## config.mk

```make
export PLATFORM = sky130hd
export DESIGN_NAME = ls_unit
export DESIGN_NICKNAME = d
export VERILOG_FILES = /design/src/common/ls_pkg.sv /design/src/common/agu_lsq_if.sv /design/src/common/mem_if.sv /design/src/design/fu_ls.sv /design/src/store_queue/store_queue.sv /design/src/design/data_mem.sv /design/src/design/ls_unit.sv
export SDC_FILE = /design/constraint.sdc
export NUM_CORES = 2
export LEC_CHECK = 0
export BUFFER_PORTS_ARGS = -buffer_cell sky130_fd_sc_hd__buf_4
export CAP_MARGIN = 0
export CORE_MARGIN = 4
export CORE_UTILIZATION = 55
export DETAILED_ROUTE_END_ITERATION = 12
export HOLD_SLACK_MARGIN = 0.12
export PLACE_DENSITY_LB_ADDON = 0.12
export SYNTH_ARGS = -nofsm -noshare
export SYNTH_HDL_FRONTEND = slang
export SYNTH_SLANG_ARGS = --single-unit
```

## constraint.sdc

```tcl
create_clock -name clock -period 8 [get_ports clock]
set_input_delay 1.2 -clock clock [delete_from_list [all_inputs] [get_ports clock]]
set_output_delay 1.2 -clock clock [all_outputs]
set_load 0.02 [all_outputs]
```

## src/common/ls_pkg.sv

```systemverilog
`default_nettype none

package ls_pkg;

	// data and address width
	localparam int xlen = 32;

	// store queue geometry
	localparam int sq_depth = 4;
	localparam int sq_idx_len = 2;

	// data memory geometry with the word index taken from addr[7:2]
	localparam int mem_words = 64;
	localparam int mem_idx_len = 6;

	// memory operation carried with each issue
	typedef enum logic [1:0] {
		ls_none  = 2'd0,
		ls_load  = 2'd1,
		ls_store = 2'd2
	} ls_op_t;

endpackage

`default_nettype wire

```

## src/common/agu_lsq_if.sv

```systemverilog
`default_nettype none

interface agu_lsq_if;
	logic                    op_valid;
	ls_pkg::ls_op_t          op;
	logic [ls_pkg::xlen-1:0] addr;
	logic [ls_pkg::xlen-1:0] value;
	// room left in the queue with the held store counted
	logic                    sq_space;
	// flush pulse shared by both ends
	logic                    squash;

	modport producer (
		output op_valid,
		output op,
		output addr,
		output value,
		input  sq_space,
		input  squash
	);

	modport buffer (
		input  op_valid,
		input  op,
		input  addr,
		input  value,
		output sq_space,
		input  squash
	);
endinterface

`default_nettype wire

```

## src/common/mem_if.sv

```systemverilog
`default_nettype none

interface mem_if;
	logic                           rd_en;
	logic [ls_pkg::mem_idx_len-1:0] rd_idx;
	logic [ls_pkg::xlen-1:0]        rd_data;
	logic                           wr_en;
	logic [ls_pkg::mem_idx_len-1:0] wr_idx;
	logic [ls_pkg::xlen-1:0]        wr_data;

	modport buffer (
		output rd_en,
		output rd_idx,
		input  rd_data,
		output wr_en,
		output wr_idx,
		output wr_data
	);

	modport memory (
		input  rd_en,
		input  rd_idx,
		output rd_data,
		input  wr_en,
		input  wr_idx,
		input  wr_data
	);
endinterface

`default_nettype wire

```

## src/design/fu_ls.sv

```systemverilog
`default_nettype none

module fu_ls (
	input  wire logic                    clock,
	input  wire logic                    rst_n,
	input  wire logic                    issue_valid,
	input  wire ls_pkg::ls_op_t          issue_op,
	input  wire logic [ls_pkg::xlen-1:0] issue_inst,
	input  wire logic [ls_pkg::xlen-1:0] issue_base,
	input  wire logic [ls_pkg::xlen-1:0] issue_value,
	output logic                         issue_ready,
	agu_lsq_if.producer                  agu
);

	logic                    held_valid;
	ls_pkg::ls_op_t          held_op;
	logic [ls_pkg::xlen-1:0] held_inst;
	logic [ls_pkg::xlen-1:0] held_base;
	logic [ls_pkg::xlen-1:0] held_value;
	logic [ls_pkg::xlen-1:0] i_imm;
	logic [ls_pkg::xlen-1:0] s_imm;
	logic                    take;

	// the queue already counts a store sitting here
	assign issue_ready = agu.sq_space;
	assign take = issue_valid && issue_ready && (issue_op != ls_pkg::ls_none);

	// held for one cycle only; a store leaves after one cycle and its
	// slot then shows up in the queue count instead
	always_ff @(posedge clock or negedge rst_n) begin
		if (!rst_n) begin
			held_valid <= 1'b0;
			held_op <= ls_pkg::ls_none;
		end else if (agu.squash) begin
			held_valid <= 1'b0;
			held_op <= ls_pkg::ls_none;
		end else begin
			held_valid <= take;
			if (take)
				held_op <= issue_op;
		end
	end

	always_ff @(posedge clock) begin
		if (take) begin
			held_inst <= issue_inst;
			held_base <= issue_base;
			held_value <= issue_value;
		end
	end

	// loads use the I-type immediate, stores the S-type split field
	assign i_imm = {{20{held_inst[31]}}, held_inst[31:20]};
	assign s_imm = {{20{held_inst[31]}}, held_inst[31:25], held_inst[11:7]};

	assign agu.op_valid = held_valid;
	assign agu.op = held_op;
	assign agu.addr = held_base + ((held_op == ls_pkg::ls_store) ? s_imm : i_imm);
	assign agu.value = held_value;

endmodule

`default_nettype wire

```

## src/store_queue/store_queue.sv

```systemverilog
`default_nettype none

module store_queue (
	input  wire logic                      clock,
	input  wire logic                      rst_n,
	input  wire logic                      commit,
	agu_lsq_if.buffer                      agu,
	mem_if.buffer                          mem,
	output logic                           load_valid,
	output logic [ls_pkg::xlen-1:0]        load_data,
	output logic                           load_forwarded,
	output logic [ls_pkg::sq_idx_len:0]    sq_count
);

	logic [ls_pkg::mem_idx_len-1:0] sq_idx [ls_pkg::sq_depth];
	logic [ls_pkg::xlen-1:0]        sq_data [ls_pkg::sq_depth];
	logic [ls_pkg::sq_idx_len-1:0]  head;
	logic [ls_pkg::sq_idx_len-1:0]  tail;
	logic [ls_pkg::sq_idx_len:0]    count;
	logic [ls_pkg::sq_idx_len:0]    pending;

	logic                           st_in;
	logic                           push;
	logic                           pop;
	logic                           ld;
	logic [ls_pkg::mem_idx_len-1:0] op_idx;

	logic                           fwd_hit;
	logic [ls_pkg::xlen-1:0]        fwd_data;
	logic                           ld_pend_q;
	logic                           fwd_hit_q;
	logic [ls_pkg::xlen-1:0]        fwd_data_q;

	assign st_in = agu.op_valid && (agu.op == ls_pkg::ls_store);
	assign push = st_in && !agu.squash;
	assign pop = commit && (count != '0) && !agu.squash;
	assign ld = agu.op_valid && (agu.op == ls_pkg::ls_load) && !agu.squash;
	assign op_idx = agu.addr[ls_pkg::mem_idx_len+1:2];

	// space check includes the store currently held in fu_ls
	assign pending = count + {{ls_pkg::sq_idx_len{1'b0}}, st_in};
	assign agu.sq_space = pending < ls_pkg::sq_depth[ls_pkg::sq_idx_len:0];
	assign sq_count = count;

	always_ff @(posedge clock or negedge rst_n) begin
		if (!rst_n) begin
			head <= '0;
			tail <= '0;
			count <= '0;
		end else if (agu.squash) begin
			// nothing in here is committed yet
			head <= '0;
			tail <= '0;
			count <= '0;
		end else begin
			if (push)
				tail <= tail + 1'b1;
			if (pop)
				head <= head + 1'b1;
			case ({push, pop})
				2'b10: count <= count + 1'b1;
				2'b01: count <= count - 1'b1;
				default: count <= count;
			endcase
		end
	end

	always_ff @(posedge clock) begin
		if (push) begin
			sq_idx[tail] <= op_idx;
			sq_data[tail] <= agu.value;
		end
	end

	// oldest drains into memory on commit
	assign mem.wr_en = pop;
	assign mem.wr_idx = sq_idx[head];
	assign mem.wr_data = sq_data[head];

	// walk oldest to youngest so a younger match replaces an older one
	always_comb begin
		logic [ls_pkg::sq_idx_len-1:0] slot;
		fwd_hit = 1'b0;
		fwd_data = '0;
		for (int i = 0; i < ls_pkg::sq_depth; i++) begin
			slot = head + i[ls_pkg::sq_idx_len-1:0];
			if ((i < count) && (sq_idx[slot] == op_idx)) begin
				fwd_hit = 1'b1;
				fwd_data = sq_data[slot];
			end
		end
	end

	// memory is only read on a miss
	assign mem.rd_en = ld && !fwd_hit;
	assign mem.rd_idx = op_idx;

	always_ff @(posedge clock or negedge rst_n) begin
		if (!rst_n) begin
			ld_pend_q <= 1'b0;
			fwd_hit_q <= 1'b0;
		end else begin
			ld_pend_q <= ld;
			fwd_hit_q <= ld && fwd_hit;
		end
	end

	always_ff @(posedge clock) begin
		if (ld)
			fwd_data_q <= fwd_data;
	end

	assign load_valid = ld_pend_q;
	assign load_forwarded = fwd_hit_q;
	assign load_data = fwd_hit_q ? fwd_data_q : mem.rd_data;

endmodule

`default_nettype wire

```

## src/design/data_mem.sv

```systemverilog
`default_nettype none

module data_mem (
	input  wire logic clock,
	input  wire logic rst_n,
	mem_if.memory     mem
);

	logic [ls_pkg::xlen-1:0] words [ls_pkg::mem_words];
	logic [ls_pkg::xlen-1:0] rd_q;

	// same-word read and write at one edge returns the old value,
	// the queue forwards the new one in that case
	always_ff @(posedge clock or negedge rst_n) begin
		if (!rst_n) begin
			for (int i = 0; i < ls_pkg::mem_words; i++)
				words[i] <= '0;
			rd_q <= '0;
		end else begin
			if (mem.wr_en)
				words[mem.wr_idx] <= mem.wr_data;
			if (mem.rd_en)
				rd_q <= words[mem.rd_idx];
		end
	end

	assign mem.rd_data = rd_q;

endmodule

`default_nettype wire

```

## src/design/ls_unit.sv

```systemverilog
`default_nettype none

module ls_unit (
	input  wire logic                    clock,
	input  wire logic                    rst_n,
	input  wire logic                    issue_valid,
	input  wire ls_pkg::ls_op_t          issue_op,
	input  wire logic [ls_pkg::xlen-1:0] issue_inst,
	input  wire logic [ls_pkg::xlen-1:0] issue_base,
	input  wire logic [ls_pkg::xlen-1:0] issue_value,
	input  wire logic                    commit,
	input  wire logic                    squash,
	output logic                         issue_ready,
	output logic                         load_valid,
	output logic [ls_pkg::xlen-1:0]      load_data,
	output logic                         load_forwarded,
	output logic [ls_pkg::sq_idx_len:0]  sq_count
);

	agu_lsq_if agu ();
	mem_if     mem ();

	// flush reaches both fu_ls and the queue
	assign agu.squash = squash;

	fu_ls u_fu_ls (
		.clock       (clock),
		.rst_n       (rst_n),
		.issue_valid (issue_valid),
		.issue_op    (issue_op),
		.issue_inst  (issue_inst),
		.issue_base  (issue_base),
		.issue_value (issue_value),
		.issue_ready (issue_ready),
		.agu         (agu.producer)
	);

	store_queue u_store_queue (
		.clock          (clock),
		.rst_n          (rst_n),
		.commit         (commit),
		.agu            (agu.buffer),
		.mem            (mem.buffer),
		.load_valid     (load_valid),
		.load_data      (load_data),
		.load_forwarded (load_forwarded),
		.sq_count       (sq_count)
	);

	data_mem u_data_mem (
		.clock (clock),
		.rst_n (rst_n),
		.mem   (mem.memory)
	);

endmodule

`default_nettype wire

```

==> impl_metrics.ini <==
[timing]
setup_viol = 0
period_needed_ns = 6.00
max_freq_ghz = 0.167
layout_setup_ws_ns = 2.00
final_hold_viol_count = 0
slew_viol_final = 0
rsz0062_at_grt = no
relSlewSlack_pct = 6.80
finClkSkew_ns = 0.0413
tns_ns = 0
fin_crit_sh_pct = 74.9
worstMarginPinSlew_ns = 1.38

[logic_synthesis]
avgSynthCellArea_sq_um = 10.0
synthCells = 10300
ys_ff_latch = 2329
yosys.cell_types.count = 74
yosysWarnings = 0
async_reset_ff_share_pct = 89.8
synthTopCellsByArea = dfrtp_1 (51%), nand2_1 (11%), o21ai_0 (11%), edfxtp_1 (6.9%), mux4_2 (6.6%)
synth_top_area_share_pct = 50.6
synthFlopType = dfrtp_1
synthesis.nets = 10500
ys_seq_area_share_pct = 57.5
synth-edff-count = 237
yosys.area.top_type = dfrtp_1
synth_area_sq_mm = 0.103

[hold_path]
hp-class = in -> async

[placed_design]
hpwl_um = 189000
place_ws_ns = 2.15
gp_congestion = 0.861
portBuffers = 97

[layout]
nets = 10000
final_core_util_pct = 61.2
syn_to_final_growth_pct = 10.1
drive_above_1_share_pct = 12.1
most-common-layout-cells = nand2_1 (2900), o21ai_0 (2158), dfrtp_1 (2089)
layout_commonest_cell = nand2_1

[pwr]
power_frac_seq_pct = 40.6
power_frac_comb_pct = 26.5
power_density_mw_per_mm2 = 301
power_frac_clock_pct = 32.9
vdd_drop_max_mv = 0.259
cell_internal_pwr_uw = 22200
p_switching_uw = 12100
power_leakage_uw = 0.0489
switching_share_pct = 35.4

[clocking]
cts.htree.levels = 4
post_cts_resized = 0
holdBufCountCts = 0
cts_root_buffer = clkbuf_16
post_cts_buffers = 0
clk_latency_ns = 0.89
cts_tree = built
clk_pin_slew_ns = 0.06
numCtsBuffers = 234
clockBufferDepth = 3
clock-sinks = 2329

[critical_path]
path_delay_family = compound AO/OA/AOI/OAI gates
crit_type = reg -> reg
crit_arrival_ns = 6.70
r2r_slack_ns = 2.00
regToRegStartpoint = u_fu_ls.agu.op[1]
cp-start-kind = flip-flop
crit_slowest_cell = a21oi_1
reg2reg_depth = 15
crit_path_end_kind = flip-flop
critPathRequiredTime_ns = 8.70
slowest_delay_ns = 0.85
r2r-end = u_data_mem.mem.rd_data[23]
path_max_fanout = 106
crit_chain = nor2b_1, nand2_1, nand2_1, ha_1, and3b_1, a311oi_1, o2111a_4, inv_8, buf_12, a211oi_1, a31oi_1, o22ai_1, o22ai_1, a21oi_1, o31ai_1
critPathBufInv = 2

[floorplan]
coreArea_sq_mm = 0.186
num_rows = 158
ios = 141
start_util_pct = 55.6
die_h_um = 442
dieArea_sq_mm = 0.195
die_w_um = 442

[global_routing]
grt.total_usage_pct = 33.9
grt_max_degree = 177
grt_first_pass_wirelength_um = 498000
grt-ovfl-total = 0
antenna_found_initial = 15
grt_pass1_vias = 76600

[route]
vias = 79400
ant_nets = 0
drt_pass1_iterations = 6
drt_iter0_drc = 9144
avgViaCountPerCell = 6.31
drcViolationCount = 0
routed_wl_um = 334000
detail_route.wl_per_cell_um = 26.5

[run]
maxCapViolCount = 0

[run_status]
outcome = completed
[layer usage]
metal	global-route usage, %	up-vias	part of all wire [%]
li1	-	35000	-
met1	46.1	39800	40
met2	52.3	3719	45
met3	7.14	842	9.3
met4	17.1	8	5.8
met5	0	-	0.016
[cell usage after synthesis (22+ instances only)]
| cell | instances |
|---|---|
| nand2_1 | 2967 |
| o21ai_0 | 2190 |
| dfrtp_1 | 2092 |
| clkbuf_1 | 759 |
| mux4_2 | 303 |
| edfxtp_1 | 237 |
| nand3_1 | 154 |
| mux2i_1 | 151 |
| a31oi_1 | 128 |
| buf_2 | 126 |
| a211oi_1 | 125 |
| o22ai_1 | 119 |
| a21oi_1 | 116 |
| and3_1 | 113 |
| nor2_1 | 107 |
| mux2_2 | 106 |
| nor3_1 | 47 |
| inv_1 | 45 |
| a22oi_1 | 43 |
| a221oi_1 | 41 |
| buf_4 | 38 |
| a311oi_1 | 37 |
| buf_1 | 36 |
| xnor2_1 | 26 |
| o21ai_1 | 22 |
[metrics by stage]
stage | area, sq um | total power (uW) | hold slack (ns) | std cells
4_1_cts | 114000 | 34200 | 0.273 | 12600
5_1_grt | 114000 | 35600 | 0.298 | 12600
3_5_place_dp | 106000 | 23000 | 0.462 | 12100
3_3_place_gp | 106000 | 22800 | 0.453 | 12100
2_1_floorplan | 103000 | 19100 | 0.442 | 10300
6_report | 114000 | 34300 | 0.257 | 12600
[state kept, by name (all words and copies together), names as in the netlist]
register	flops
u_fu_ls.agu.op	2
u_store_queue.sq_data	128
u_store_queue.fwd_data_q	32
u_store_queue.head	2
u_fu_ls.held_base	8
u_store_queue.sq_idx	24
u_store_queue.sq_count	3
u_fu_ls.agu.value	32
u_fu_ls.agu.op_valid	1
u_data_mem.mem.rd_data	32
u_store_queue.tail	2
u_data_mem.words	2048
u_store_queue.load_forwarded	1
u_fu_ls.held_inst	13
u_store_queue.load_valid	1
[area by class of cell]
| class | count | area (sq um) |
|---|---|---|
| inverter | 50 | 209 |
| multi-input combinational | 6992 | 40600 |
| fill | 15400 | 72300 |
| timing repair buffer | 287 | 2550 |
| tap | 2480 | 3100 |
| antenna | 7 | 17.5 |
| clock buffer | 356 | 7150 |
| clock inverter | 74 | 792 |
| sequential | 2329 | 59500 |
[how the worst max path moves through the flow]
stage | start | endpoint | slack (ns) | depth (start not counted)
floorplan | squash | u_data_mem.mem.rd_data[15] | 3.37 | 6
global placement | u_fu_ls.agu.op[1] | u_data_mem.mem.rd_data[16] | 2.17 | 14
detailed placement | u_fu_ls.agu.op[1] | u_data_mem.mem.rd_data[16] | 2.15 | 14
CTS | u_fu_ls.agu.op[1] | u_data_mem.mem.rd_data[16] | 2.10 | 14
global route | u_fu_ls.agu.op[1] | u_data_mem.mem.rd_data[1] | 1.75 | 15
finish | u_fu_ls.agu.op[1] | u_data_mem.mem.rd_data[23] | 2.00 | 15
[power groups by stage]
stage / logic (uW) / clock network [uW] / registers [uW]
after floorplan: 5310 / 0 / 13800
after global placement: 8760 / 0 / 14000
after detailed placement: 8900 / 0 / 14100
after CTS: 8920 / 11400 / 13900
after global routing: 9620 / 11900 / 14000
final: 9090 / 11300 / 13900
[logic make-up after synthesis]
kind of cell | after synthesis | synth area share [%]
fa+ha+maj | 16 | 0.194
compound gates | 2910 | 15.4
simple gates | 3471 | 13.3
flops | 2329 | 57.5
xor+xnor | 34 | 0.341
mux | 561 | 9.22
buf+inv | 1015 | 4.02
No activity file was read; power rests on OpenSTA's default activity.
